$ cat config.mk
export PLATFORM = sky130hd
export DESIGN_NAME = complexMixer
export DESIGN_NICKNAME = d
export VERILOG_FILES = /design/src/rtl/ddcPkg.sv /design/src/rtl/complexMixer.sv
export VERILOG_INCLUDE_DIRS = /design/src /design/src/rtl
export SDC_FILE = /design/constraint.sdc
export NUM_CORES = 2
export LEC_CHECK = 0
export BUFFER_PORTS_ARGS = -buffer_cell sky130_fd_sc_hd__clkbuf_2
export CAP_MARGIN = 20
export CORE_MARGIN = 4
export CORE_UTILIZATION = 35
export CTS_CLUSTER_SIZE = 40
export DETAILED_ROUTE_END_ITERATION = 12
export GPL_TIMING_DRIVEN = 1
export PLACE_DENSITY = 0.53
export SLEW_MARGIN = 20
export SYNTH_ARGS = -nofsm -noshare
export SYNTH_HDL_FRONTEND = slang
export SYNTH_SLANG_ARGS = --single-unit
$ cat constraint.sdc
create_clock -name clk -period 22.3 [get_ports clk]
set_input_delay 2.23 -clock clk [delete_from_list [all_inputs] [get_ports clk]]
set_output_delay 2.23 -clock clk [all_outputs]
set_load 0.02 [all_outputs]
$ cat src/rtl/ddc_config.svh
`ifndef DDC_CONFIG_SVH
`define DDC_CONFIG_SVH

// Datapath widths
`define SAMPLE_WIDTH    18
`define FREQ_WIDTH      32
`define REG_ADDR_WIDTH  4

// Register word addresses
`define REG_CENTER_FREQ 4'd0
`define REG_CONTROL     4'd1
`define REG_GAIN        4'd2

// NCO table magnitudes, full scale and full scale times sqrt(0.5)
`define NCO_FULL        131071
`define NCO_DIAG        92682

// Exponent 0, mantissa 1.0
`define GAIN_RESET      32'h0000_8000

`endif
$ cat src/rtl/ddcPkg.sv
`include "ddc_config.svh"

package ddcPkg;

    typedef logic signed [`SAMPLE_WIDTH-1:0] sample_t;
    typedef logic [`FREQ_WIDTH-1:0] freq_t;
    typedef logic [`REG_ADDR_WIDTH-1:0] regAddr_t;
    typedef logic [4:0] gainExp_t;
    // Unsigned, 0x8000 is unity
    typedef logic [15:0] gainMant_t;
    typedef logic [31:0] busData_t;

    localparam logic signed [63:0] SAT_MAX = (64'sd1 <<< (`SAMPLE_WIDTH - 1)) - 64'sd1;
    localparam logic signed [63:0] SAT_MIN = -(64'sd1 <<< (`SAMPLE_WIDTH - 1));

    // Clip a wide signed value into one sample
    function automatic sample_t saturate(input logic signed [63:0] value);
        if (value > SAT_MAX) begin
            return sample_t'(SAT_MAX);
        end
        if (value < SAT_MIN) begin
            return sample_t'(SAT_MIN);
        end
        return sample_t'(value);
    endfunction

endpackage

$ cat src/rtl/complexMixer.sv
`timescale 1ns/1ps
`include "ddc_config.svh"

module complexMixer
    import ddcPkg::*;
(
    input  logic    clk,
    input  logic    reset,
    input  logic    syncIn,
    input  sample_t iIn,
    input  sample_t qIn,
    input  sample_t cosIn,
    input  sample_t sinIn,
    output logic    syncOut,
    output sample_t iOut,
    output sample_t qOut
);

    logic signed [2*`SAMPLE_WIDTH-1:0] prodIc, prodQs, prodIs, prodQc;
    logic signed [2*`SAMPLE_WIDTH:0] sumReal, sumImag;
    logic syncProd;

    // First stage holds the four partial products
    always_ff @(posedge clk) begin
        if (reset) begin
            prodIc <= '0;
            prodQs <= '0;
            prodIs <= '0;
            prodQc <= '0;
        end else begin
            prodIc <= iIn * cosIn;
            prodQs <= qIn * sinIn;
            prodIs <= iIn * sinIn;
            prodQc <= qIn * cosIn;
        end
    end

    always_ff @(posedge clk) begin
        if (reset) begin
            syncProd <= 1'b0;
        end else begin
            syncProd <= syncIn;
        end
    end

    assign sumReal = prodIc - prodQs;
    assign sumImag = prodIs + prodQc;

    // Second stage drops 17 fraction bits and clips
    always_ff @(posedge clk) begin
        if (reset) begin
            syncOut <= 1'b0;
            iOut <= '0;
            qOut <= '0;
        end else begin
            syncOut <= syncProd;
            if (syncProd) begin
                iOut <= saturate(sumReal >>> 17);
                qOut <= saturate(sumImag >>> 17);
            end
        end
    end

endmodule

==> key figures <==
Run status
  • Status: finished, final reports clean

Yosys
  • Post-synthesis register bit count: 182
  • Sequential area share after synthesis: 6.46%
  • Synth Flop Type: dfxtp_1
  • Ys Warns: 0
  • Count leader, synth: inv_1
  • FFs w/ async S/R, synth: 0%
  • Mean post-synth cell area: 8.98 µm²
  • Synth cell types: 76
  • Syn nets: 8110
  • Cell Area, Synth: 56400 µm²
  • Commonest cells post-synth: 1511 x inv_1, 1316 x fa_1, 682 x nand2_1
  • Post-synth EDFFs: 0
  • Top area cells in the synthesized netlist: fa_1 47%, inv_1 10%, ha_1 9.8%
  • Cells after Synth: 6277
  • Yosys top cell area share: 46.7%
  • Yosys top cell by area: fa_1

GRT
  • Total grt overflow: 0
  • First-pass GRT wire length: 255 mm
  • Pin count of the biggest net entering global routing: 57
  • Initial antenna violation count: 13
  • Vias in the first global route: 43500
  • GRT Total Usage: 19.6%

CTS
  • Post-CTS setup buffer count: 0
  • CTS clk-pin slew, worst paths: 0.09 ns
  • Skew-Pair Late Insertion Delay: 0.52 ns
  • CTS buffer count: 17
  • Post-CTS sizing: 0
  • H-tree depth: 4
  • Maximum root-to-sink buffer count: 2
  • Root Driver: clkbuf_16
  • CTS tree: done
  • CTS sink cnt: 182
  • Hold Buf Count CTS: 0

Die
  • Die H: 409 µm
  • Starting Density: 35.4%
  • Die ar.: 168000 µm²
  • I/O Pins: 112
  • DIE WIDTH: 409 µm
  • Num rows: 146
  • Core Region: 159000 µm²

Route
  • Vias per std cell: 4.81
  • Detailed Route Iter0 Violations: 2300
  • Final WL: 158 mm
  • Final ANT Viol Nets: 0
  • Vias: 40100
  • 1st-pass router iterations: 5
  • Drt wl/cell: 18.9 µm
  • DRC violations left: 0

Worst setup path
  • Max incr delay on CP: 0.82 ns
  • CP dominant cell by count: inv_1
  • Crit path cell chain: clkbuf_2 -> and2_1 -> fa_1 -> inv_1 -> fa_1 -> inv_1 -> ha_1 -> inv_1 -> fa_1 -> inv_1 -> fa_1 -> inv_1 -> fa_1 -> inv_1 -> ha_1 -> and3_1 -> nand2_1 -> nor3_1 -> inv_1 -> o41ai_1 -> o221ai_1 -> o21ai_0 -> a21oi_1 -> or3b_2
  • Arr. time, crit path: 10.06 ns
  • CP max-delay cell: o41ai_1
  • WS Path Type: in -> reg
  • Reg-to-reg setup timing slack: 17.72 ns
  • Max FO, Critical Path: 36
  • Startpoint types: input pin
  • WP data required: 22.70 ns
  • Worst setup EP type: register
  • Worst path bufs/invs: 8
  • Crit path max-delay family: adder cells

Cells and area
  • Nets: 8013
  • N_diodes: 0
  • Area Overhead vs Synth: 5.79%
  • Finished Layout Cells: 8339
  • Final Cell Area: 59600 µm²
  • Layout cell share with drive strength beyond 1: 4.07%

Min path
  • Tightest Hold Check Type: reg -> reg

STA
  • Final setup fails: 0
  • Tmin final: 9.66 ns
  • Setup TNS: 0 ns
  • Period utilization: 43.3%
  • Final clock skew: 0.0230 ns
  • Rel. slew slack: 27.1%
  • Final hold violation count: 0
  • Worst slew pin tran: 1.09 ns
  • RSZ-0062 raised after global routing: no
  • Fmax: 104 MHz
  • Max-slew violations: 0

Placed design
  • Placed cells: 8307
  • Buffers added on ports: 111
  • Final Wtd Congestion: 0.881
  • Post-Place Cell Area: 59000 µm²
  • Detail Placement HPWL: 121 mm

Job
  • Max_cap viols: 0
[registers in the layout (all words and copies together), names as in the netlist]
name / cells
syncOut: 1
prodQs: 36
qOut: 18
prodQc: 36
prodIs: 36
prodIc: 36
syncProd: 1
iOut: 18
[worst min-delay path: stages, from the launching register on]
cell and delay (ns):
dfxtp_1 0.32, nor2_1 0.08, nor3_1 0.04
[logic make-up after synthesis]
kind of cell             after synthesis  synth area share [%]
flip-flops                           182                  6.46
AND/OR/NAND/NOR                     1860                  16.3
XOR/XNOR                             157                  2.44
adder cells (fa/ha/maj)             1758                  56.6
multiplexers                           4                0.0755
AO/OA/AOI/OAI                        507                  6.01
buffers and inverters               1809                  12.1
[layout by cell type (no fill, tap or decap), drive strengths merged, types with 6 or more instances in the layout]
cell | synthesis | final
inv | 1511 | 1519
fa | 1316 | 1316
nand2 | 683 | 683
and2 | 648 | 648
ha | 442 | 442
nor2 | 259 | 259
dfxtp | 182 | 182
a21oi | 141 | 141
clkbuf | 287 | 128
xnor2 | 108 | 108
o21ai | 94 | 94
a21o | 81 | 81
buf | 11 | 72
nor3 | 59 | 59
nor2b | 53 | 53
xor2 | 49 | 49
nand2b | 43 | 43
a211oi | 40 | 40
nand3 | 33 | 33
and3 | 25 | 25
o21a | 22 | 22
nand4 | 17 | 17
o21bai | 17 | 17
a31oi | 16 | 16
o211ai | 16 | 16
or3 | 10 | 10
o31ai | 8 | 8
or4 | 8 | 8
or2 | 7 | 7
o211a | 6 | 6
[final cells by class]
type,count,area [µm²]
timing repair buffer,182,1090
clock buffer,18,439
fill,16400,99700
sequential,182,3640
multi-input combinational,4286,45900
tap,2146,2690
inverter,1511,5670
clock inverter,14,184
[final timing paths]
check | from | to | cells past startpoint
setup / recovery | cosIn[1] | prodIc[35] | 24
hold / removal | iOut[4] | iOut[4] | 2
setup reg to reg | prodIs[7] | qOut[1] | 12
hold reg to reg | iOut[4] | iOut[4] | 2
[metal layers]
metal	track usage, %	part of all wire [%]	vias to the layer above
met5	0	0.036	-
met4	6.94	4.1	10
met3	2.57	5.0	165
met2	31.7	46	924
met1	26.9	45	20800
li1	-	-	18300
[stage by stage]
step	util, %	setup slack (ns)	hold slack (ns)
after CTS	37.4	12.87	0.481
after global routing	37.4	12.25	0.498
after global placement	37.0	12.48	0.469
after detailed placement	37.0	12.29	0.468
after floorplan	-	13.62	0.547
final	37.4	12.64	0.482
Power is not shown: default switching activity piles up to over one toggle a cycle in this logic, so the estimate is an artifact.
