==> config.mk <==
export PLATFORM = sky130hd
export DESIGN_NAME = variableGain
export DESIGN_NICKNAME = d
export VERILOG_FILES = /design/src/rtl/ddcPkg.sv /design/src/rtl/variableGain.sv
export VERILOG_INCLUDE_DIRS = /design/src /design/src/rtl
export SDC_FILE = /design/constraint.sdc
export NUM_CORES = 2
export LEC_CHECK = 0
export BUFFER_PORTS_ARGS = -buffer_cell sky130_fd_sc_hd__buf_2
export CAP_MARGIN = 20
export CORE_AREA = 2 2 234 236
export CTS_CLUSTER_DIAMETER = 30
export DETAILED_ROUTE_END_ITERATION = 8
export DIE_AREA = 0 0 236 238
export PLACE_DENSITY_LB_ADDON = 0.05
export REMOVE_ABC_BUFFERS = 1
export SYNTH_ARGS = -nofsm -noshare
export SYNTH_HDL_FRONTEND = slang
export SYNTH_SLANG_ARGS = --single-unit
==> constraint.sdc <==
create_clock -name clk -period 23 [get_ports clk]
set_input_delay 1.15 -clock clk [delete_from_list [all_inputs] [get_ports clk]]
set_output_delay 1.15 -clock clk [all_outputs]
set_load 0.03 [all_outputs]
==> src/rtl/ddc_config.svh <==
`ifndef DDC_CONFIG_SVH
`define DDC_CONFIG_SVH

// Datapath widths
`define SAMPLE_WIDTH    18
`define FREQ_WIDTH      32
`define REG_ADDR_WIDTH  4

// Register word addresses
`define REG_CENTER_FREQ 4'd0
`define REG_CONTROL     4'd1
`define REG_GAIN        4'd2

// NCO table magnitudes, full scale and full scale times sqrt(0.5)
`define NCO_FULL        131071
`define NCO_DIAG        92682

// Exponent 0, mantissa 1.0
`define GAIN_RESET      32'h0000_8000

`endif
==> src/rtl/ddcPkg.sv <==
`include "ddc_config.svh"

package ddcPkg;

    typedef logic signed [`SAMPLE_WIDTH-1:0] sample_t;
    typedef logic [`FREQ_WIDTH-1:0] freq_t;
    typedef logic [`REG_ADDR_WIDTH-1:0] regAddr_t;
    typedef logic [4:0] gainExp_t;
    // Unsigned, 0x8000 is unity
    typedef logic [15:0] gainMant_t;
    typedef logic [31:0] busData_t;

    localparam logic signed [63:0] SAT_MAX = (64'sd1 <<< (`SAMPLE_WIDTH - 1)) - 64'sd1;
    localparam logic signed [63:0] SAT_MIN = -(64'sd1 <<< (`SAMPLE_WIDTH - 1));

    // Clip a wide signed value into one sample
    function automatic sample_t saturate(input logic signed [63:0] value);
        if (value > SAT_MAX) begin
            return sample_t'(SAT_MAX);
        end
        if (value < SAT_MIN) begin
            return sample_t'(SAT_MIN);
        end
        return sample_t'(value);
    endfunction

endpackage

==> src/rtl/variableGain.sv <==
`timescale 1ns/1ps
`include "ddc_config.svh"

module variableGain
    import ddcPkg::*;
(
    input  logic      clk,
    input  logic      reset,
    input  logic      syncIn,
    input  sample_t   iIn,
    input  sample_t   qIn,
    input  gainExp_t  gainExp,
    input  gainMant_t gainMant,
    output logic      syncOut,
    output sample_t   iOut,
    output sample_t   qOut
);

    // Mantissa is Q1.15, so drop 15 bits before the exponent shift
    function automatic sample_t scaleRail(
        input sample_t sample,
        input gainMant_t mant,
        input gainExp_t shift
    );
        logic signed [`SAMPLE_WIDTH+16:0] product;
        logic signed [63:0] wide;
        product = sample * $signed({1'b0, mant});
        wide = product >>> 15;
        return saturate(wide <<< shift);
    endfunction

    always_ff @(posedge clk) begin
        if (reset) begin
            syncOut <= 1'b0;
            iOut <= '0;
            qOut <= '0;
        end else begin
            syncOut <= syncIn;
            if (syncIn) begin
                iOut <= scaleRail(iIn, gainMant, gainExp);
                qOut <= scaleRail(qIn, gainMant, gainExp);
            end
        end
    end

endmodule

==> results list <==
* Count of yosys warnings during synthesis: 0
- The congestion estimate from routability-driven global placement came to between 0.9 and 1.
- CTS-repair resized insts: 0
- Core Region: roughly 53000 um2
* Crit-path slowest cell: fa_1
- After clock tree synthesis, the setup repair step added 0 buffers.
- RSZ-0062 raised after global routing: false
- WHS Path Cells: 2
- Antenna cell count: 0
- Of the cells placed in the final design, the portion with a size suffix greater than 1 is 0.0548.
- Register bit total from synthesis: 37
- In this run the number of H-tree levels came out at 2.
* Critical path endpoint category: flop
- Distinct cell type count after synthesis: around 110
- Number of maximum-capacitance constraint violations: 0
- The number of hold-slack violations in the final timing report came to 0.
- The initial antenna violation count was 1.
* Headroom to the max-slew limit: 0.266
- Pin count of the biggest net entering global routing: 76
* Depth of the worst register-to-register path: 4
* Hold crit path type: reg -> reg
- Most used flip-flop cell after synthesis: dfxtp_1
- STA puts the critical path data required time at between 20 and 25 ns.
* # fillers: ~5100
- For the final database, setup skew stands at 0 ns.
- Die Footprint: roughly 56000 um2
* Router iterations before antenna repair: 6
- Mapped Area: just under 30000 um2
- Synthesized area divided by synthesized cell count: 8.11 um2
- Using the TritonRoute via totals, the vias-per-cell ratio works out to between 6 and 7.
* Measured slew at the worst slew-check pin: approximately 1.1 ns
* Critical setup path kind: in -> reg
* Synthesized instance count: 3594
- Clock Path Buffers: 2
- The initial utilization of the core area, before any placement, comes to 0.545.
* Final critical delay including setup and external delays: between 10 and 15 ns
* Reg2reg start: iOut[15]$_SDFFE_PP0P_
- Leading post-synthesis cells by cell area: fa_1 (40%), inv_1 (8.9%), ha_1 (7.5%)
- Start point of the worst min-delay path: iOut[17]$_SDFFE_PP0P_
- The floorplan has 85 rows.
* Total gr overflow: 0
* Number of remaining DRC errors: 0
- By instance count, the leading cell after synthesis is inv_1.
- Worst r2r dst: iOut[15]$_SDFFE_PP0P_
- For this run, the post-layout net count is 4337.
* Total non-filler cell area in the finished layout: 30000 um2
- Boundary pin count: 97
- Area growth syn-to-layout: 3.02%
* Yosys top cell by area: fa_1
- Cell mode on critical path: fa_1
* Portion of the post-synthesis area used by sequential elements: 0.0254
- Clock tree sinks: 37
- Wirelength, routed: about 92 mm
* Hold path endpoint: iOut[17]$_SDFFE_PP0P_
- Floorplan die height: 238 um
- Clock root buffer: clkbuf_16
- Count of endpoints failing setup in the final report: 0
- Cts-stage hold buffer count: 0
* Critical Path AT: between 10 and 15 ns
* Reg2reg setup slack: between 20 and 25 ns
- At the later pin of the worst-skew pair, clock insertion delay measures 0.28 ns.
- Number of design-rule violations left by the first detailed-router iteration: approximately 2300
- Instance area at placement: roughly 30000 um2
- Once detail routing completed, the nets flagged for antenna violations numbered 0.
- In this design, the stage delay of the slowest critical-path cell is 0.89 ns.
- Family of cells with the greatest summed delay on the critical path: adder cells
- Highest fanout seen on the critical path: 36
- The count of pins over their slew limit came to 0.
* Summed negative setup slack over all endpoints: 0 ns
* Vias post-DR: 25900
- Async SR Flop Fraction: 0
* Startpoint kind of the worst setup timing path: primary input
* Clock transition at path regs: about 0.06 ns
* EDFF count, synth: 0
- Overall Global Routing Usage: 0.339
- Of the available clock period, the critical path in the final layout requires 0.468.
- The first global-routing pass estimated approximately 150 mm of wire.
- Timing-limited maximum frequency: about 93 MHz
- From left edge to right edge, the die measures between 200 and 250 um.
- Ranked by instance count, the synthesized netlist is headed by inv_1 (691), fa_1 (582), nand2_1 (496).
- Half-perimeter wire length after placement: 73.3 mm
- Port bufs: 96
- Per-cell routed wire length: roughly 22 um
- Clock tree synthesis inserted a total of 5 buffers.
* Sequential standard cell area: between 700 and 800 um2
- Multi-input logic area: around 25000 um2
* CTS tree: yes
- The via count of the first global-routing pass was roughly 27000.
- The share of synthesized area in the top cell type comes to 0.400.
- Count of buffering cells on the critical path with inverters included: 3
- The run finished with clean final reports.
[final cells by class]
class | count | share of cell area
repair buffers | 120 | 0.0222
flip-flops and latches | 37 | 0.0247
inverters | 693 | 0.0866
well taps | 696 | 0.0290
clock buffers | 8 | 0.00454
multi-input cells | 2664 | 0.833
[state kept, by name, indices dropped and copies added (netlist names)]
signal   cells
syncOut      1
qOut        18
iOut        18
[logic make-up after synthesis]
| group | Yosys count | share of synthesized area |
|---|---|---|
| AOI/OAI and AO/OA | 648 | 0.159 |
| xor gates and xnor gates | 32 | 0.0101 |
| adders and majority gates | 756 | 0.474 |
| buffers and inverters | 893 | 0.116 |
| DFF | 37 | 0.0254 |
| muxes | 37 | 0.0158 |
| and+or+nand+nor | 1191 | 0.199 |
[per-layer routing]
| metal | share of wire | GRT usage |
|---|---|---|
| met1 | 0.43 | 0.466 |
| met2 | 0.47 | 0.560 |
| met3 | 0.067 | 0.0342 |
| met4 | 0.042 | 0.121 |
| met5 | 0 | 0 |
[stage by stage]
stage	util	hold slack [ns]	worst slack, ns	std cells
3_3_place_gp	0.559	0.455	12.05	4209
2_1_floorplan	-	0.579	14.01	3394
4_1_cts	0.561	0.482	12.00	4217
3_5_place_dp	0.559	0.472	11.74	4209
6_report	0.561	0.480	12.23	4218
5_1_grt	0.561	0.506	11.55	4218
[worst min-delay path, cell delays in order, from the launching register on]
cell,delay (ns)
dfxtp_1,0.31
nand2_1,0.07
a21oi_1,0.06
[placed cells by master, fill, tap and decap left out, types with 22 or more instances in the layout]
master    netlist  routed
a31oi_1        22      22
nand3_1        51      51
nand2_1       496     496
dfxtp_1        37      37
nor3_1         40      40
o31ai_1        34      34
ha_1          174     174
nor4_1         24      24
and2_1        242     242
a211oi_1       27      27
mux2i_1        22      22
o21ai_0        80      80
a21oi_1       148     148
buf_4           0      23
inv_1         691     691
and3_1         23      23
nand4_1        51      51
fa_1          582     582
buf_2          19      96
o211ai_1       53      53
xnor2_1        23      23
nor2_1        167     167
[worst max path at each step]
stage	to	cells past startpoint	slack (ns)	start
4_1_cts	qOut[10]$_SDFFE_PP0P_	25	12.00	gainMant[3]
5_1_grt	qOut[12]$_SDFFE_PP0P_	24	11.55	gainMant[2]
3_5_place_dp	qOut[10]$_SDFFE_PP0P_	25	11.74	gainMant[3]
3_3_place_gp	qOut[10]$_SDFFE_PP0P_	25	12.05	gainMant[3]
6_report	qOut[10]$_SDFFE_PP0P_	25	12.23	gainMant[3]
2_1_floorplan	iOut[4]$_SDFFE_PP0P_	24	14.01	iIn[17]
Power is left out: the tool's default activity adds up to more than one toggle a clock period on the data nets, which glitch-free logic cannot reach.
