### config.mk
export PLATFORM = sky130hd
export DESIGN_NAME = ddcNco
export DESIGN_NICKNAME = d
export VERILOG_FILES = /design/src/rtl/ddcPkg.sv /design/src/rtl/ddcNco.sv
export VERILOG_INCLUDE_DIRS = /design/src /design/src/rtl
export SDC_FILE = /design/constraint.sdc
export NUM_CORES = 1
export LEC_CHECK = 0
export BUFFER_PORTS_ARGS = -buffer_cell sky130_fd_sc_hd__buf_2
export CAP_MARGIN = 20
export CELL_PAD_IN_SITES_DETAIL_PLACEMENT = 0
export CELL_PAD_IN_SITES_GLOBAL_PLACEMENT = 1
export CORE_AREA = 2 2 87 89
export CTS_BUF_LIST = sky130_fd_sc_hd__clkbuf_8
export DETAILED_ROUTE_END_ITERATION = 8
export DIE_AREA = 0 0 89 91
export PLACE_DENSITY = 0.95
export SETUP_SLACK_MARGIN = 0.15
export SLEW_MARGIN = 15
export SYNTH_ARGS = -nofsm -noshare
export SYNTH_HDL_FRONTEND = slang
export SYNTH_SLANG_ARGS = --single-unit
### constraint.sdc
create_clock -name clk -period 4 [get_ports clk]
set_input_delay 0.8 -clock clk [delete_from_list [all_inputs] [get_ports clk]]
set_output_delay 0.8 -clock clk [all_outputs]
set_load 0.1 [all_outputs]
### src/rtl/ddc_config.svh
`ifndef DDC_CONFIG_SVH
`define DDC_CONFIG_SVH

// Datapath widths
`define SAMPLE_WIDTH    18
`define FREQ_WIDTH      32
`define REG_ADDR_WIDTH  4

// Register word addresses
`define REG_CENTER_FREQ 4'd0
`define REG_CONTROL     4'd1
`define REG_GAIN        4'd2

// NCO table magnitudes, full scale and full scale times sqrt(0.5)
`define NCO_FULL        131071
`define NCO_DIAG        92682

// Exponent 0, mantissa 1.0
`define GAIN_RESET      32'h0000_8000

`endif
### src/rtl/ddcPkg.sv
`include "ddc_config.svh"

package ddcPkg;

    typedef logic signed [`SAMPLE_WIDTH-1:0] sample_t;
    typedef logic [`FREQ_WIDTH-1:0] freq_t;
    typedef logic [`REG_ADDR_WIDTH-1:0] regAddr_t;
    typedef logic [4:0] gainExp_t;
    // Unsigned, 0x8000 is unity
    typedef logic [15:0] gainMant_t;
    typedef logic [31:0] busData_t;

    localparam logic signed [63:0] SAT_MAX = (64'sd1 <<< (`SAMPLE_WIDTH - 1)) - 64'sd1;
    localparam logic signed [63:0] SAT_MIN = -(64'sd1 <<< (`SAMPLE_WIDTH - 1));

    // Clip a wide signed value into one sample
    function automatic sample_t saturate(input logic signed [63:0] value);
        if (value > SAT_MAX) begin
            return sample_t'(SAT_MAX);
        end
        if (value < SAT_MIN) begin
            return sample_t'(SAT_MIN);
        end
        return sample_t'(value);
    endfunction

endpackage

### src/rtl/ddcNco.sv
`timescale 1ns/1ps
`include "ddc_config.svh"

module ddcNco
    import ddcPkg::*;
(
    input  logic    clk,
    input  logic    reset,
    input  freq_t   step,
    input  logic    advance,
    output sample_t cosOut,
    output sample_t sinOut
);

    localparam sample_t FULL = `NCO_FULL;
    localparam sample_t DIAG = `NCO_DIAG;

    freq_t phase;
    logic [2:0] tableIndex;

    // Current phase is used first, then stepped
    always_ff @(posedge clk) begin
        if (reset) begin
            phase <= '0;
        end else if (advance) begin
            phase <= phase + step;
        end
    end

    assign tableIndex = phase[`FREQ_WIDTH-1 -: 3];

    // Eight points around the circle, 45 degrees apart
    always_comb begin
        case (tableIndex)
            3'd0: begin cosOut = FULL;  sinOut = '0;    end
            3'd1: begin cosOut = DIAG;  sinOut = DIAG;  end
            3'd2: begin cosOut = '0;    sinOut = FULL;  end
            3'd3: begin cosOut = -DIAG; sinOut = DIAG;  end
            3'd4: begin cosOut = -FULL; sinOut = '0;    end
            3'd5: begin cosOut = -DIAG; sinOut = -DIAG; end
            3'd6: begin cosOut = '0;    sinOut = -FULL; end
            default: begin
                cosOut = DIAG;
                sinOut = -DIAG;
            end
        endcase
    end

endmodule

==> summary.txt <==
Status: finished, final reports clean
Clock root buffer: clkbuf_8
First-pass GRT wire length: 11.0 mm
Grt total ovfl: 0
Final Hold Viols: 0
Core area: 0.00714 sq mm
EDFF count, synth: 0
Most common cell after layout, fill and taps aside: buf_2
Crit Path Category: in -> reg
Ports: 71
Pwr dens: 696 mW/mm^2
Reg2reg path depth: 10
CTS Buf Count: 5
Min Tclk post-route: 3.00 ns
DR vias/cell: 5.40
Top cell type's share of synthesized area: 21.1%
Worst Skew: 0.00536 ns
Leak: 1.67 nW
Maximum fanout along the worst path: 4
Distinct cells, synth: 53
Skew-Pair Late Insertion Delay: 0.30 ns
Post-placement cell area: 0.00326 sq mm
Largest Register: phase
WL per Instance: 13.1 um
Routed vias: 2,756
GR peak layer: met2
Top post-synthesis cells by area: dfxtp_1, ha_1, mux2i_1, buf_4, a21o_1
FP Rows: 31
Worst-path clk slew: 0.07 ns
CTS tree: done
DRT Pass-1 Iters: 5
Die width: 89 um
Largest net degree at the start of global routing: 51
R2R setup slack: 1.30 ns
GR met1 Demand/Resource: 22.0%
Hold Crit Depth: 2
Sequential power share: 17.9%
Routed Antenna Nets: 0
Ys flop type: dfxtp_1
Crit path buffers/inverters: 1
Post-Syn Area: 0.00304 sq mm
Design Area, Final: 0.00337 sq mm
DRC errors left: 0
Number of synthesized register bits: 32
Vias in the first global route: 2,456
Worst Setup End Kind: flip-flop
Routed WL: 6.70 mm
YS warnings: 0
Critical Path AT: 3.19 ns
Worst r2r src: phase[0]$_SDFFE_PP0P_
Biggest regs: phase x32
WP depth: 11
# fillers: 728
Drt first-iter violations: 122
HP Class: reg -> reg
Diode count: 0
Initial cell density of the core: 42.6%
Max Root-Sink Buffers: 2
# port buffers: 70
Hold Buf Count CTS: 0
# Max-Cap Violations: 0
Internal power: 0.916 mW
Max Fclk: 0.334 GHz
Total Nets Final: 477
Syn Inst Count: 376
Async set-reset flop share out of synthesis: 0%
Slowest-stage cell, CP: fa_1
Critical path's largest stage delay: 0.40 ns
CP Launch Point: step[0]
Syn Nets: 443
GRT Overall Usage: 16.5%
Met2 GRT Util: 26.4%
Sink Count: 32
Final worst-path cycle share: 75.0%
RSZ-0062 raised after global routing: no
Initial antenna violation count: 0
Clock Power Share: 13.4%
GPL Wtd Cong: 0.862
Final HPWL DP: 4.95 mm
Worst reg2reg endpoint: phase[26]$_SDFFE_PP0P_
Fraction of layout cells with a size suffix above 1: 21.2%
Post-CTS Setup Repair Bufs: 0
Max H-tree Level: 2
Max VDD drop: 0.300 mV
Cells along the critical path: buf_2 > ha_1 > fa_1 > a21o_1 > a22oi_1 > a31o_1 > a21oi_2 > a221oi_2 > o21ai_1 > xor2_1 > a22o_1
Setup TNS: 0 ns
Post-cts resize count: 0
Crit path capture: phase[26]$_SDFFE_PP0P_
Min-delay src: phase[20]$_SDFFE_PP0P_
Count of pins over their slew limit: 0
Logic pwr share: 68.7%
Die area: 0.00810 sq mm
Layout area overhead: 10.8%
Sw power: 1.43 mW
Die H: 91 um
Crit path max-delay family: compound AO/OA/AOI/OAI gates
Yosys top cell by area: dfxtp_1
Worst-Margin Slew: 1.05 ns
Register area share after synthesis: 21.1%
Most frequent cells in the layout: buf_2, nor2_1, dfxtp_1
Slew HR: 29.8%
Critical path data required time: 4.19 ns
Met3 GRT Util: 3.00%
Switching share of total power: 60.9%
Startpoint Class: input port
Post-Syn Area per Cell: 8.08 sq um
Final setup fails: 0
Max FFs per register: 32
power by group through the flow:
| stage | Combinational, mW | Clock [mW] | Sequential [mW] |
|---|---|---|---|
| after floorplan | 1.53 | 0 | 0.408 |
| after global placement | 1.59 | 0 | 0.423 |
| after detailed placement | 1.60 | 0 | 0.427 |
| after CTS | 1.61 | 0.320 | 0.419 |
| after global routing | 1.71 | 0.330 | 0.428 |
| final | 1.61 | 0.314 | 0.419 |
per-layer routing:
metal,part of all wire [%],up-vias,wire (um)
met3,4.4,14,294
met1,47,1253,3150
met5,0,-,0
met4,1.8,0,123
met2,47,66,3140
li1,-,1423,-
worst register-to-register path, cell delays in order, from the launching register on:
cell and delay, ns:
dfxtp_1 0.31, ha_1 0.20, fa_1 0.40, a21o_1 0.23, a22oi_1 0.17, a31o_1 0.23
a21oi_2 0.10, a221oi_2 0.38, o21ai_1 0.17, xor2_1 0.18, a22o_1 0.21
through the flow:
stage                     utilization, %  instances  total power, mW  hold slack (ns)  setup WS [ns]
after global placement              45.7        502             2.01            0.459          0.804
after floorplan                        -        376             1.93            0.450          0.285
after detailed placement            45.7        502             2.03            0.468          0.724
final                               47.2        510             2.34            0.480           1.00
after global routing                47.2        510             2.46            0.492          0.811
after CTS                           47.2        510             2.35            0.480           1.01
synthesized netlist by cell type (2+ instances only):
cell      instances
nor4bb_1          2
nor2b_1           5
and2_1            2
nor2_1           34
a31oi_1           3
o21bai_1          4
nand4_1           7
ha_1             31
buf_1             3
nand3b_1          2
inv_1             8
dfxtp_1          32
o21ai_0          21
nor4b_1           2
a22o_1            2
o211ai_1          3
a21oi_1          27
and3_1            3
xor2_1            8
o21a_1            4
nand2b_1          3
clkbuf_1         14
nand2_1          22
buf_4            26
nor3_1            4
a211oi_1          5
xnor2_1          14
nor3b_1           6
a31o_1            2
nand3_1          12
o311ai_0          3
a21o_1           18
a211o_1           3
mux2i_1          22
worst min-delay path by stage:
stage | endpoint
after floorplan | phase[18]$_SDFFE_PP0P_
after global placement | phase[20]$_SDFFE_PP0P_
after detailed placement | phase[20]$_SDFFE_PP0P_
after CTS | phase[20]$_SDFFE_PP0P_
after global routing | phase[20]$_SDFFE_PP0P_
final | phase[20]$_SDFFE_PP0P_
cell families after synthesis:
group / Yosys count / share of synthesized area [%]
simple gates: 110 / 18.5
compound gates: 106 / 23.5
buf+inv: 51 / 9.51
fa+ha+maj: 32 / 13.4
flops: 32 / 21.1
mux: 23 / 7.62
xor+xnor: 22 / 6.34
layout make-up:
class	count	area [sq um]	share of cell area [%]
clock inverter	3	38.8	1.15
timing repair buffer	70	350	10.4
inverter	8	30.0	0.892
multi-input combinational	293	2110	62.8
tap	99	124	3.68
sequential	32	641	19.0
clock buffer	5	68.8	2.04
Note: power is estimated with default switching activity, not from simulation.
