===== src/rtl/ddc_config.svh =====
`ifndef DDC_CONFIG_SVH
`define DDC_CONFIG_SVH

// Datapath widths
`define SAMPLE_WIDTH    18
`define FREQ_WIDTH      32
`define REG_ADDR_WIDTH  4

// Register word addresses
`define REG_CENTER_FREQ 4'd0
`define REG_CONTROL     4'd1
`define REG_GAIN        4'd2

// NCO table magnitudes, full scale and full scale times sqrt(0.5)
`define NCO_FULL        131071
`define NCO_DIAG        92682

// Exponent 0, mantissa 1.0
`define GAIN_RESET      32'h0000_8000

`endif

===== src/rtl/ddcPkg.sv =====
`include "ddc_config.svh"

package ddcPkg;

    typedef logic signed [`SAMPLE_WIDTH-1:0] sample_t;
    typedef logic [`FREQ_WIDTH-1:0] freq_t;
    typedef logic [`REG_ADDR_WIDTH-1:0] regAddr_t;
    typedef logic [4:0] gainExp_t;
    // Unsigned, 0x8000 is unity
    typedef logic [15:0] gainMant_t;
    typedef logic [31:0] busData_t;

    localparam logic signed [63:0] SAT_MAX = (64'sd1 <<< (`SAMPLE_WIDTH - 1)) - 64'sd1;
    localparam logic signed [63:0] SAT_MIN = -(64'sd1 <<< (`SAMPLE_WIDTH - 1));

    // Clip a wide signed value into one sample
    function automatic sample_t saturate(input logic signed [63:0] value);
        if (value > SAT_MAX) begin
            return sample_t'(SAT_MAX);
        end
        if (value < SAT_MIN) begin
            return sample_t'(SAT_MIN);
        end
        return sample_t'(value);
    endfunction

endpackage


===== src/rtl/ddcRegs.sv =====
`timescale 1ns/1ps
`include "ddc_config.svh"

module ddcRegs
    import ddcPkg::*;
(
    input  logic      clk,
    input  logic      reset,
    input  regAddr_t  addr,
    input  busData_t  din,
    input  logic      wr0,
    input  logic      wr1,
    input  logic      wr2,
    input  logic      wr3,
    output busData_t  dout,
    output freq_t     centerFreq,
    output logic      bypassHb,
    output gainExp_t  gainExp,
    output gainMant_t gainMant
);

    busData_t centerFreqReg;
    busData_t controlReg;
    busData_t gainReg;
    logic [3:0] wrLane;

    assign wrLane = {wr3, wr2, wr1, wr0};

    // Each strobe loads one byte lane of the addressed word
    always_ff @(posedge clk) begin
        if (reset) begin
            centerFreqReg <= '0;
            controlReg <= '0;
            gainReg <= `GAIN_RESET;
        end else begin
            for (int lane = 0; lane < 4; lane++) begin
                if (wrLane[lane]) begin
                    case (addr)
                        `REG_CENTER_FREQ: centerFreqReg[lane*8 +: 8] <= din[lane*8 +: 8];
                        `REG_CONTROL:     controlReg[lane*8 +: 8] <= din[lane*8 +: 8];
                        `REG_GAIN:        gainReg[lane*8 +: 8] <= din[lane*8 +: 8];
                        default:          ;
                    endcase
                end
            end
        end
    end

    always_comb begin
        case (addr)
            `REG_CENTER_FREQ: dout = centerFreqReg;
            `REG_CONTROL:     dout = controlReg;
            `REG_GAIN:        dout = gainReg;
            default:          dout = '0;
        endcase
    end

    assign centerFreq = freq_t'(centerFreqReg);
    assign bypassHb = controlReg[0];
    assign gainExp = gainReg[20:16];
    assign gainMant = gainReg[15:0];

endmodule


===== config.mk =====
export PLATFORM = sky130hd
export DESIGN_NAME = ddcRegs
export DESIGN_NICKNAME = d
export VERILOG_FILES = /design/src/rtl/ddcPkg.sv /design/src/rtl/ddcRegs.sv
export VERILOG_INCLUDE_DIRS = /design/src /design/src/rtl
export SDC_FILE = /design/constraint.sdc
export NUM_CORES = 1
export LEC_CHECK = 0
export BUFFER_PORTS_ARGS = -buffer_cell sky130_fd_sc_hd__buf_2
export CAP_MARGIN = 10
export CORE_ASPECT_RATIO = 0.75
export CORE_MARGIN = 2
export CORE_UTILIZATION = 48
export DETAILED_ROUTE_END_ITERATION = 7
export GPL_ROUTABILITY_DRIVEN = 0
export MAX_ROUTING_LAYER = met4
export PLACE_DENSITY = 0.88
export SYNTH_ARGS = -nofsm -noshare
export SYNTH_HDL_FRONTEND = slang
export SYNTH_SLANG_ARGS = --single-unit

===== constraint.sdc =====
create_clock -name clk -period 1 [get_ports clk]
set_input_delay 0.15 -clock clk [delete_from_list [all_inputs] [get_ports clk]]
set_output_delay 0.15 -clock clk [all_outputs]
set_load 0.005 [all_outputs]

==> summary.md <==
| Metric | Value |
|---|---|
| Status | `finished, violations left` |
| Failing checks | `negative setup slack` |
| LEAKAGE | `3.12 nW` |
| Root Buffer | `clkbuf_16` |
| Total number of yosys warnings | `0` |
| Top cells by area, synth | `dfxtp_1, mux2i_1, nand2b_1, a222oi_1, buf_4` |
| Worst Setup Start Kind | `flip-flop` |
| Setup ws final | `-0.427 ns` |
| Leading cell type by number of instances after synthesis | `nand2b_1` |
| Final Hold Fails | `0` |
| Pwr/cell area | `1320 mW/mm2` |
| Grt ovf | `0` |
| # IOs | `128` |
| Critical Path RT | `0.85 ns` |
| Die area | `0.0106 mm2` |
| HP Start | `din[15]` |
| Period utilization | `1.43` |
| CTS sink count | `96` |
| CP Cell Sequence | `a222oi_1 > inv_1 > buf_2` |
| Setup WS pre-CTS | `-0.445 ns` |
| Synth area leader | `dfxtp_1` |
| DR iter-0 viols | `344` |
| CP max stage delay | `0.40 ns` |
| Largest net degree at the start of global routing | `67` |
| Syn avg cell area | `10.3 um2` |
| Gr usage total | `0.223` |
| Vias in the first global route | `3681` |
| DRC | `0` |
| CTS HTree Levels | `3` |
| Worst Hold Class | `in2reg` |
| Nets | `622` |
| Async S/R FF share, synth | `0` |
| Worst-Skew Late Latency | `0.34 ns` |
| Routed Wire Length | `11500 um` |
| CTS Buffer Depth | `2` |
| Max_cap viols | `0` |
| Critical R2R Launch | `gainReg[13]` |
| Syn nets | `498` |
| Post-CTS Hold Buffers | `0` |
| Core area | `0.00958 mm2` |
| Reg-to-reg slack, setup | `0.20 ns` |
| Initial core utilization | `0.490` |
| Final setup violating endpoints | `39` |
| Hold worst-path end | `gainReg[15]` |
| Final ANT Viol Nets | `0` |
| First-pass GRT wire length | `18100 um` |
| Synthesized cell area | `0.00469 mm2` |
| Slew margin rel. | `0.732` |
| Peak VDD IR | `0.885 mV` |
| Cell count after synthesis | `456` |
| Slowest CP cell | `a222oi_1` |
| Vias per cell | `5.25` |
| Slew Limit Fails | `0` |
| Pre-antenna DRT Iters | `8` |
| Sequential area share after synthesis | `0.410` |
| Kind of critical path | `reg2out` |
| Minimum clock period | `1.43 ns` |
| WL/cell | `16.1 um` |
| Critical Path AT | `1.28 ns` |
| PortBufs | `127` |
| Hold Path Depth | `3` |
| Post-Route Utilization | `0.634` |
| Synth cell count leaders | `nand2b_1, dfxtp_1, mux2i_1` |
| CTS tree | `done` |
| Unrepaired setup endpoints after global routing | `yes` |
| Synthesis-stage register bit count | `96` |
| Layout area overhead | `29.4%` |
| Top-area cell type share of the netlist area | `0.410` |
| Crit. End Element | `output port` |
| Synth unique cells | `19` |
| Antenna cells | `0` |
| DP Wirelength | `8040 um` |
| Worst Tran Pin Value | `0.402 ns` |
| Die Y | `89.6 um` |
| Fmax | `701 MHz` |
| EDFF count, synth | `0` |
| Clock skew | `0 ns` |
| Layout cell share with drive strength beyond 1 | `0.454` |
| R2R depth | `4` |
| Die width | `118 um` |
| Reg2reg end | `gainReg[13]` |
| CTS Buf Count | `9` |
| Primary FF master, synth | `dfxtp_1` |
| Via count | `3758` |
| Row count | `31` |
| Antenna violations before repair | `0` |
| Crit-path max FO | `2` |
| Clk slew on worst S/H paths | `0.07 ns` |
| Filler cells | `774` |
-- cell type report --
class | count | area, um2 | share of cell area
inverters | 32 | 120 | 0.0198
flip-flops and latches | 96 | 2010 | 0.331
clock inverters | 4 | 55.1 | 0.00907
well taps | 132 | 165 | 0.0272
clock buffers | 11 | 243 | 0.0400
repair buffers | 163 | 1110 | 0.182
multi-input cells | 278 | 2370 | 0.390
-- worst max-delay path by stage --
| stage | end | startpoint | slack, ns |
|---|---|---|---|
| floorplan | dout[10] | addr[1] | -0.02 |
| global placement | dout[13] | addr[1] | -0.40 |
| detailed placement | dout[15] | addr[0] | -0.45 |
| CTS | dout[15] | controlReg[15] | -0.43 |
| global route | dout[30] | controlReg[30] | -0.48 |
| finish | dout[15] | centerFreq[15] | -0.43 |
-- report_power, final --
group / switching, mW / leakage [nW] / internal [mW]
combinational: 0.333 / 2.17 / 0.346
sequential: 0.0359 / 0.810 / 3.88
clock: 1.43 / 0.142 / 2.00
-- state kept, by name, indices dropped and copies added, names as in the netlist --
signal,flops
centerFreq,32
controlReg,32
gainReg,32
-- worst max-delay path: cells and delay by family, from the launching register on --
family	cells	cell delay, ns
AOI/OAI and AO/OA	1	0.40
buffers and inverters	2	0.20
DFF	1	0.33
-- repair_timing --
item                                    in CTS  in global routing
buffers inserted                             2                  2
pin swaps                                   10                 10
endpoints found under the setup margin      51                 73
gates resized for setup                     59                 40
-- cell families (layout without fill, tap and decap cells) --
logic type	count (synthesis)	in the layout	share of synthesized area
compound gates	32	32	0.0683
buf+inv	82	210	0.0915
flops	96	96	0.410
mux	96	96	0.205
simple gates	150	150	0.226
-- routing by layer --
layer	share of wire	vias to the layer above	GRT usage
met5	0	-	-
met4	0.0059	0	0.0756
met3	0.054	8	0.0524
met2	0.50	142	0.366
met1	0.44	1811	0.274
li1	-	1797	-
-- layout by cell type (no fill, tap or decap), types with 2 or more instances in the layout --
cell type / netlist / routed
buf_6: 3 / 21
and3_1: 5 / 2
nand2b_1: 127 / 127
clkbuf_16: 0 / 9
inv_1: 32 / 32
buf_2: 10 / 118
nor2_2: 2 / 2
dfxtp_2: 0 / 71
mux2i_1: 96 / 96
a222oi_1: 32 / 32
buf_4: 23 / 16
nor2_1: 2 / 2
and3_4: 0 / 2
clkinv_4: 0 / 2
nand3_4: 7 / 8
nor4b_4: 2 / 2
buf_12: 0 / 8
dfxtp_1: 96 / 25
-- metrics by stage --
stage | power [mW] | area [um2] | setup TNS, ns | cells | hold slack, ns
5_1_grt | 8.34 | 6070 | -13.43 | 716 | 0.114
6_report | 8.02 | 6070 | -11.36 | 716 | 0.0834
3_5_place_dp | 4.64 | 5540 | -38.84 | 698 | 0.439
3_3_place_gp | 4.62 | 5540 | -35.12 | 698 | 0.427
4_1_cts | 8.08 | 6000 | -11.19 | 715 | 0.0709
2_1_floorplan | 4.36 | 4710 | -0.383 | 456 | 0.311
Note: power is estimated with default switching activity, not from simulation.
