`src/rtl/ddc_config.svh`:
```
`ifndef DDC_CONFIG_SVH
`define DDC_CONFIG_SVH

// Datapath widths
`define SAMPLE_WIDTH    18
`define FREQ_WIDTH      32
`define REG_ADDR_WIDTH  4

// Register word addresses
`define REG_CENTER_FREQ 4'd0
`define REG_CONTROL     4'd1
`define REG_GAIN        4'd2

// NCO table magnitudes, full scale and full scale times sqrt(0.5)
`define NCO_FULL        131071
`define NCO_DIAG        92682

// Exponent 0, mantissa 1.0
`define GAIN_RESET      32'h0000_8000

`endif
```
`src/rtl/ddcPkg.sv`:
```
`include "ddc_config.svh"

package ddcPkg;

    typedef logic signed [`SAMPLE_WIDTH-1:0] sample_t;
    typedef logic [`FREQ_WIDTH-1:0] freq_t;
    typedef logic [`REG_ADDR_WIDTH-1:0] regAddr_t;
    typedef logic [4:0] gainExp_t;
    // Unsigned, 0x8000 is unity
    typedef logic [15:0] gainMant_t;
    typedef logic [31:0] busData_t;

    localparam logic signed [63:0] SAT_MAX = (64'sd1 <<< (`SAMPLE_WIDTH - 1)) - 64'sd1;
    localparam logic signed [63:0] SAT_MIN = -(64'sd1 <<< (`SAMPLE_WIDTH - 1));

    // Clip a wide signed value into one sample
    function automatic sample_t saturate(input logic signed [63:0] value);
        if (value > SAT_MAX) begin
            return sample_t'(SAT_MAX);
        end
        if (value < SAT_MIN) begin
            return sample_t'(SAT_MIN);
        end
        return sample_t'(value);
    endfunction

endpackage

```
`src/rtl/halfbandDecimate.sv`:
```
`timescale 1ns/1ps
`include "ddc_config.svh"

module halfbandDecimate
    import ddcPkg::*;
(
    input  logic    clk,
    input  logic    reset,
    input  logic    syncIn,
    input  sample_t iIn,
    input  sample_t qIn,
    output logic    syncOut,
    output sample_t iOut,
    output sample_t qOut
);

    localparam int ACC_WIDTH = `SAMPLE_WIDTH + 10;

    // Older samples, index 0 is the most recent
    sample_t histI [6];
    sample_t histQ [6];
    // Seven-sample window including the incoming sample
    sample_t winI [7];
    sample_t winQ [7];
    logic oddSample;
    logic signed [ACC_WIDTH-1:0] accI, accQ;

    always_comb begin
        winI[0] = iIn;
        winQ[0] = qIn;
        for (int n = 1; n < 7; n++) begin
            winI[n] = histI[n-1];
            winQ[n] = histQ[n-1];
        end
    end

    // Taps -1, 0, 9, 16, 9, 0, -1
    function automatic logic signed [ACC_WIDTH-1:0] tapSum(
        input sample_t w0,
        input sample_t w2,
        input sample_t w3,
        input sample_t w4,
        input sample_t w6
    );
        logic signed [ACC_WIDTH-1:0] outer;
        logic signed [ACC_WIDTH-1:0] inner;
        logic signed [ACC_WIDTH-1:0] center;
        outer = ACC_WIDTH'(w0) + ACC_WIDTH'(w6);
        inner = ACC_WIDTH'(w2) + ACC_WIDTH'(w4);
        center = ACC_WIDTH'(w3) <<< 4;
        return center + (inner <<< 3) + inner - outer;
    endfunction

    assign accI = tapSum(winI[0], winI[2], winI[3], winI[4], winI[6]);
    assign accQ = tapSum(winQ[0], winQ[2], winQ[3], winQ[4], winQ[6]);

    always_ff @(posedge clk) begin
        if (reset) begin
            oddSample <= 1'b0;
            for (int n = 0; n < 6; n++) begin
                histI[n] <= '0;
                histQ[n] <= '0;
            end
        end else if (syncIn) begin
            oddSample <= ~oddSample;
            for (int n = 0; n < 6; n++) begin
                histI[n] <= winI[n];
                histQ[n] <= winQ[n];
            end
        end
    end

    // Keep only every second sample
    always_ff @(posedge clk) begin
        if (reset) begin
            syncOut <= 1'b0;
            iOut <= '0;
            qOut <= '0;
        end else begin
            syncOut <= syncIn & oddSample;
            if (syncIn && oddSample) begin
                iOut <= saturate(accI >>> 5);
                qOut <= saturate(accQ >>> 5);
            end
        end
    end

endmodule

```
`config.mk`:
```
export PLATFORM = sky130hd
export DESIGN_NAME = halfbandDecimate
export DESIGN_NICKNAME = d
export VERILOG_FILES = /design/src/rtl/ddcPkg.sv /design/src/rtl/halfbandDecimate.sv
export VERILOG_INCLUDE_DIRS = /design/src /design/src/rtl
export SDC_FILE = /design/constraint.sdc
export NUM_CORES = 1
export LEC_CHECK = 0
export ABC_AREA = 1
export BUFFER_PORTS_ARGS = -buffer_cell sky130_fd_sc_hd__buf_2
export CORE_MARGIN = 1
export CORE_UTILIZATION = 68
export DETAILED_ROUTE_END_ITERATION = 7
export PLACE_DENSITY = 0.89
export RECOVER_POWER = 25
export SLEW_MARGIN = 20
export SYNTH_ARGS = -nofsm -noshare
export SYNTH_HDL_FRONTEND = slang
export SYNTH_SLANG_ARGS = --single-unit
```
`constraint.sdc`:
```
create_clock -name clk -period 10.1 [get_ports clk]
set_clock_uncertainty 0.15 [all_clocks]
set_input_delay 1.01 -clock clk [delete_from_list [all_inputs] [get_ports clk]]
set_output_delay 1.01 -clock clk [all_outputs]
set_load 0.01 [all_outputs]
```
==> reports/summary.txt, run 1 <==
Fin area - 19300 sq um
Crit path arrival time - 6.90 ns
Post-cts hold buffer count - 0
Setup bufs post-CTS - 0
Via Count - 13900
Fin Setup TNS - 0 ns
Most frequent cell after synthesis - inv_1
Worst slew pin tran - 4.14 ns
Yosys warnings - 0
Synth Area in XOR/XNOR - 2.90%
Post-synth EDFFs - 216
Crit path max-delay family - compound AO/OA/AOI/OAI gates
Worst path cell trace - ha_1 > inv_1 > fa_1 > o31ai_2 > nand3_1 > nand2_1 > a21boi_1 > o21ai_0 > nand2_1 > a21boi_0 > fa_1 > fa_1 > inv_1 > ha_1 > ha_1 > a21oi_1 > o21ai_0 > a21oi_1 > nand3_1 > nand2_1 > nand2_1 > a21oi_4 > a21oi_1
Layout cell share with drive strength beyond 1 - 6.14%
Post-Syn Area - 17800 sq um
Die Ht - 164 um
M1 WL - 18.0 mm
Post-Synthesis Cells - 2088
Area of the multi-input gates - 8370 sq um
Max-slew violation count - 124
Final net count - 2412
Crit Path Category - reg2reg
Rel. slew slack - -176%
Antenna diodes - 0
Pwr dens - 288 nW/um^2
Ys async rst share - 0%
WL/cell - 16.9 um
Synth unique cells - 44
Starting Density - 69.9%
Outcome - finished with violations
Met2 wire len - 19.6 mm
Final Cycle Share - 65.7%
Met3 wire length - 3.44 mm
CP required - 10.36 ns
Largest family of logic cells by synthesized area - adder cells
Hold Worst Slack - 0.349 ns
RSZ-0062 raised after global routing - no
CTS tree - yes
Placement Setup Slack - 3.62 ns
Storage cell area - 7250 sq um
Simple-gate share of the synthesized area - 17.6%
Most frequent CP cell - nand2_1
Dpl cell area - 18500 sq um
Vias in the first global route - 13700
Routed vias/inst - 5.52
Clk buf depth - 3
Mux cell area share after synthesis - 0%
Final hold violations - 0
Synth Flop Type - edfxtp_1
CP Launch Type - register
Total grt overflow - 0
Port Buffers - 75
Register bit total from synthesis - 254
Core area - 25500 sq um
Crit end category - register
Synth Net Count - 2339
Global router's overall resource usage - 32.5%
Filler cells - 1821
Largest net degree at the start of global routing - 93
CP Max Fanout - 17
Synth top area share - 36.4%
Final WS setup - 3.46 ns
Fmax - 0.151 GHz
Total Wirelength - 42.4 mm
Initial antenna violation count - 0
CTS Sinks - 254
DR DRC count - 0
Peak VDD IR - 0.254 mV
Die Area - 26800 sq um
First-pass GRT wire length - 67.8 mm
GP Congestion - 0.964
HP Class - reg2reg
Slowest stage delay, CP - 0.78 ns
Synth Area per Inst - 8.53 sq um
Synth Area in Compound Gates - 7.29%
Final ANT Viol Nets - 0
Die X-Extent - 164 um
I/O pins - 76
FP Rows - 58
Buf/Inv on CP - 2
Final setup fails - 0
Number of buffers created by CTS - 28
Max-Cap Viols - 2
Sequential area share after synthesis - 40.7%
Slowest stage cell on the critical path - a21boi_0
Drt pass-1 iters - 8
CTS Root Cell - clkbuf_16
Reg clk slew, reported paths - 0.06 ns
Post-synth top area cell - edfxtp_1
Post-synth top cells - 535 x inv_1, 358 x nand2_1, 300 x nor2_1
P&R area growth vs syn - 8.63%
Tmin final - 6.64 ns
Clock latency on the worst-skew pair - 0.57 ns
Adder-cell share of the synthesized area - 19.2%
LEAKAGE - 9.54 nW
Failing checks - max-capacitance violations, max-slew violations
Dpl hpwl - 31.7 mm
Top cells by area, synth - edfxtp_1 36%, fa_1 11%, inv_1 11%
H-tree lvl count - 1
CTS resizes - 0
Initial drt markers - 1554
DR top layer - met4
-- per-stage QoR --
step                      power, W  std cells  utilization [%]
after floorplan            0.00367       2088                -
after global placement     0.00439       2461             72.5
after detailed placement   0.00446       2461             72.5
after CTS                  0.00553       2513             76.2
after global routing       0.00601       2513             76.0
final                      0.00558       2513             76.0
-- logic make-up after synthesis --
kind of cell / count (synthesis)
AND/OR/NAND/NOR: 772
buffers and inverters: 572
flip-flops: 254
AO/OA/AOI/OAI: 219
adder cells (fa/ha/maj): 212
XOR/XNOR: 59
-- sequential cells by signal, summed over array words and instances (netlist names) --
register,flops
qOut,18
iOut,18
syncOut,1
histQ,108
oddSample,1
histI,108
-- layer usage --
layer	GRT usage (%)	up-vias
li1	-	6574
met1	45.0	6542
met4	10.1	0
met2	53.1	637
met5	0	-
met3	5.00	121
-- worst min-delay path, cell delays in order, from the launching register on --
cell and delay, ns:
dfxtp_1 0.32, o211ai_1 0.09, inv_1 0.05
-- layout by cell type, fill, tap and decap left out, types with 44 or more instances in the layout --
cell type  instances
a21oi_1           86
edfxtp_1         216
fa_1             102
ha_1             110
inv_1            535
nand2_1          358
nand3_1           44
nor2_1           300
o21ai_0           67
-- final timing paths --
check	from	end	slack, ns	depth (start not counted)
setup / recovery	histQ[1][0]$_SDFFCE_PN0P_	qOut[4]$_SDFFE_PP0P_	3.46	23
hold / removal	iOut[17]$_SDFFE_PP0P_	iOut[17]$_SDFFE_PP0P_	0.35	2
setup reg to reg	histQ[1][0]$_SDFFCE_PN0P_	qOut[4]$_SDFFE_PP0P_	3.46	23
hold reg to reg	iOut[17]$_SDFFE_PP0P_	iOut[17]$_SDFFE_PP0P_	0.35	2
-- report_power, final --
group | internal, W | switching [W] | total (W)
sequential | 0.00122 | 0.0000374 | 0.00126
clock | 0.000589 | 0.000451 | 0.00104
combinational | 0.00108 | 0.00220 | 0.00328
-- final cells by class --
class,count,area share [%]
clock buffers,35,4.09
well taps,330,2.13
repair buffers,79,1.84
multi-input cells,1262,43.3
inverters,536,10.4
clock inverters,17,0.815
flip-flops and latches,254,37.5
Power figures use the tool's default switching activity.
==> run 2, diff against run 1 <==
--- a/config.mk
+++ b/config.mk
@@ -6,12 +6,12 @@
 export SDC_FILE = /design/constraint.sdc
 export NUM_CORES = 1
 export LEC_CHECK = 0
-export ABC_AREA = 1
+export ABC_AREA = 0
 export BUFFER_PORTS_ARGS = -buffer_cell sky130_fd_sc_hd__buf_2
 export CORE_MARGIN = 1
-export CORE_UTILIZATION = 68
+export CORE_UTILIZATION = 57
 export DETAILED_ROUTE_END_ITERATION = 7
-export PLACE_DENSITY = 0.89
+export PLACE_DENSITY = 0.8
 export RECOVER_POWER = 25
 export SLEW_MARGIN = 20
 export SYNTH_ARGS = -nofsm -noshare
==> constraint.sdc (replaced) <==
create_clock -name clk -period 5.6 [get_ports clk]
set_clock_uncertainty 0.15 [all_clocks]
set_input_delay 0.56 -clock clk [delete_from_list [all_inputs] [get_ports clk]]
set_output_delay 0.56 -clock clk [all_outputs]
set_load 0.01 [all_outputs]
==> run 2 against run 1 <==
The run ends with max-capacitance violations, max-slew violations, negative setup slack left. Power up 93%. First-iteration DRC count down 54%. Non-clock buffer count up 190. Sequential share of layout area down 1.1 points. Maximum frequency up 6.5%. Largest cell class unchanged.
==> reports/summary.txt, run 2 <==
Outcome - finished with violations
Failing checks - max-capacitance violations, max-slew violations, negative setup slack
Post-synth top cells - 229 x inv_1, 224 x and2_1, 216 x edfxtp_1
Pwr dens - 541 nW/um^2 (+87%)
Layout cell share with drive strength beyond 1 - 25.2% (+19 points)
CTS tree - yes
Reg clk slew, reported paths - 0.06 ns (about the same)
Ys async rst share - 0% (unchanged)
Total grt overflow - 0 (unchanged)
Post-placement cell count - 1988 (-19%)
Post-Synthesis Cells - 1418 (-32%)
CP Launch Type - register
Rel. slew slack - -115% (+61 points)
Die Area - 29100 sq um (+8.3%)
Crit Path Category - reg2reg
Starting Density - 58.1% (-12 points)
Slowest stage delay, CP - 0.49 ns (-0.29 ns)
Global router's overall resource usage - 24.5% (-8.0 points)
Most frequent CP cell - buf_4
Routed vias/inst - 5.35 (-3.2%)
Number of buffers created by CTS - 28 (unchanged)
Synth Flop Type - edfxtp_1
First-pass GRT wire length - 56.0 mm (-17%)
Worst hold start - iIn[2]
Grt met3 use - 3.56% (-1.4 points)
HP Class - in2reg
Final net count - 1932 (-20%)
Core area - 27900 sq um (+9.4%)
Synth top area share - 40.1% (+3.7 points)
RSZ-0062 raised after global routing - yes
Largest regs - histI x108, histQ x108
LEAKAGE - 9.08 nW (-4.9%)
Total Wirelength - 35.6 mm (-16%)
Tmin final - 6.23 ns (-0.406 ns)
Initial drt markers - 719 (-54%)
WL/cell - 17.1 um (+1.5%)
Yosys warnings - 0 (unchanged)
Initial antenna violation count - 0 (unchanged)
Drt pass-1 iters - 5 (-3)
Worst slew pin tran - 3.23 ns (-0.913 ns)
Die Ht - 171 um (+4.1%)
Dpl hpwl - 24.6 mm (-22%)
GP Congestion - 0.886 (-8.1%)
Setup crit start - histQ[1][0]$_SDFFCE_PN0P_
Final setup fails - 36 (+36)
Final Cycle Share - 111% (+46 points)
Final hold violations - 0 (unchanged)
Max-slew violation count - 217 (+75%)
Peak VDD IR - 0.280 mV (+10%)
Antenna diodes - 0 (unchanged)
Crit path arrival time - 6.53 ns (-0.37 ns)
Post-synth top area cell - edfxtp_1
Max-Cap Viols - 1 (-1)
Sequential area share after synthesis - 44.8% (+4.1 points)
I/O pins - 76 (unchanged)
Final ANT Viol Nets - 0 (unchanged)
H-tree lvl count - 1 (unchanged)
Routing usage on met1 - 34.4% (-11 points)
Fmax - 0.161 GHz (+6.5%)
Post-Syn Area - 16200 sq um (-9.1%)
CP Max Fanout - 4 (-13)
Filler cells - 1795 (-1.4%)
Synth Net Count - 1669 (-29%)
Top cells by area, synth - edfxtp_1 40%, fa_1 13%, and2_1 8.7%
Clk buf depth - 3 (unchanged)
P&R area growth vs syn - 23.1%
CTS Root Cell - clkbuf_16
FP Rows - 61 (+5.2%)
Clock latency on the worst-skew pair - 0.55 ns (-0.02 ns)
Via Count - 11100 (-20%)
Met2 Usage GRT - 40.5% (-13 points)
Worst R2R Start - histQ[1][0]$_SDFFCE_PN0P_
Most common cell after layout, fill and taps aside - inv_1
Synth unique cells - 60 (+36%)
Fin cells - 2081 (-17%)
Post-synth EDFFs - 216 (unchanged)
Port Buffers - 75 (unchanged)
Gr busiest metal - met2
Register bit total from synthesis - 254 (unchanged)
Largest net degree at the start of global routing - 217 (+130%)
Die X-Extent - 171 um (+4.1%)
Slowest stage cell on the critical path - fa_1
Synth Area per Inst - 11.4 sq um (+34%)
Final WS setup - -0.629 ns (-4.09 ns)
CTS Sinks - 254 (unchanged)
Fin Setup TNS - -17.96 ns (-17.96 ns)
Crit end category - register
Commonest cells after routing, fill and taps aside - 222 x inv_1, 216 x edfxtp_1, 196 x and2_1
CP required - 5.90 ns (-4.46 ns)
DR DRC count - 0 (unchanged)
Vias in the first global route - 11100 (-19%)
Post-cts hold buffer count - 0 (unchanged)
Most frequent cell after synthesis - inv_1
==> run 2: cell count changes after synthesis, sizes merged, moves of 22 or more <==
cell	previous run	this run
nand2	369	51
a21o	7	29
inv	536	229
nand3	48	11
and2	5	224
xnor2	19	61
nor2	304	50
a21oi	108	58
o21ai	70	25
==> run 2: per-layer routing <==
| layer | wire (um) | vias up |
|---|---|---|
| met3 | 1930 | 65 |
| met1 | 16100 | 5499 |
| met4 | 746 | 0 |
| met2 | 16900 | 300 |
| li1 | - | 5259 |
| met5 | 0 | - |
==> run 2: area by class of cell <==
class / count / area (sq um) / share of cell area [%]
well taps: 378 / 473 / 2.37
repair buffers: 269 / 1920 / 9.63
flip-flops and latches: 254 / 7250 / 36.4
inverters: 229 / 860 / 4.32
clock buffers: 39 / 803 / 4.03
clock inverters: 13 / 118 / 0.591
multi-input cells: 899 / 8500 / 42.7
==> run 2: per-stage QoR <==
step | util, % | instance area [sq um] | setup slack, ns | power, W | hold WS, ns
2_1_floorplan | - | 16400 | -0.103 | 0.00608 | 0.331
3_3_place_gp | 65.7 | 18300 | -0.732 | 0.00802 | 0.300
3_5_place_dp | 65.7 | 18300 | -0.883 | 0.00822 | 0.303
4_1_cts | 70.7 | 19700 | -0.446 | 0.0106 | 0.131
5_1_grt | 71.5 | 19900 | -0.841 | 0.0115 | 0.131
6_report | 71.5 | 19900 | -0.629 | 0.0108 | 0.149
==> run 2: power by group <==
part | switching [W] | total, W | internal, W
clock network | 0.000754 | 0.00184 | 0.00109
logic | 0.00335 | 0.00654 | 0.00320
registers | 0.000108 | 0.00238 | 0.00228
total | 0.00421 | 0.0108 | 0.00656
==> run 2: worst paths after layout <==
check / to / slack (ns) / depth (start not counted)
setup reg to reg: qOut[0]$_SDFFE_PP0P_ / -0.63 / 29
hold reg to reg: qOut[9]$_SDFFE_PP0P_ / 0.33 / 2
setup / recovery: qOut[0]$_SDFFE_PP0P_ / -0.63 / 29
hold / removal: histI[0][2]$_SDFFCE_PN0P_ / 0.15 / 2
==> run 2: logic make-up after synthesis <==
logic type	after synthesis	share of synthesized area [%]
AO/OA/AOI/OAI	203	9.28
XOR/XNOR	93	5.03
adder cells (fa/ha/maj)	212	21.1
buffers and inverters	267	6.29
flip-flops	254	44.8
multiplexers	3	0.193
AND/OR/NAND/NOR	386	13.3
==> run 2: worst max-delay path, delay by kind of cell (launching register included) <==
family                   cells  cell delay [ns]
adder cells (fa/ha/maj)      6             2.19
flip-flops                   1             0.35
XOR/XNOR                     1             0.17
AND/OR/NAND/NOR              4             0.47
buffers and inverters        8             0.97
AO/OA/AOI/OAI               10             1.81
==> run 2: timing repair <==
| action | CTS | global route |
|---|---|---|
| gates cloned | 3 | 0 |
| gates resized for setup | 48 | 30 |
| setup endpoints to repair | 36 | 36 |
| setup buffers | 27 | 11 |
| pin swaps | 29 | 25 |
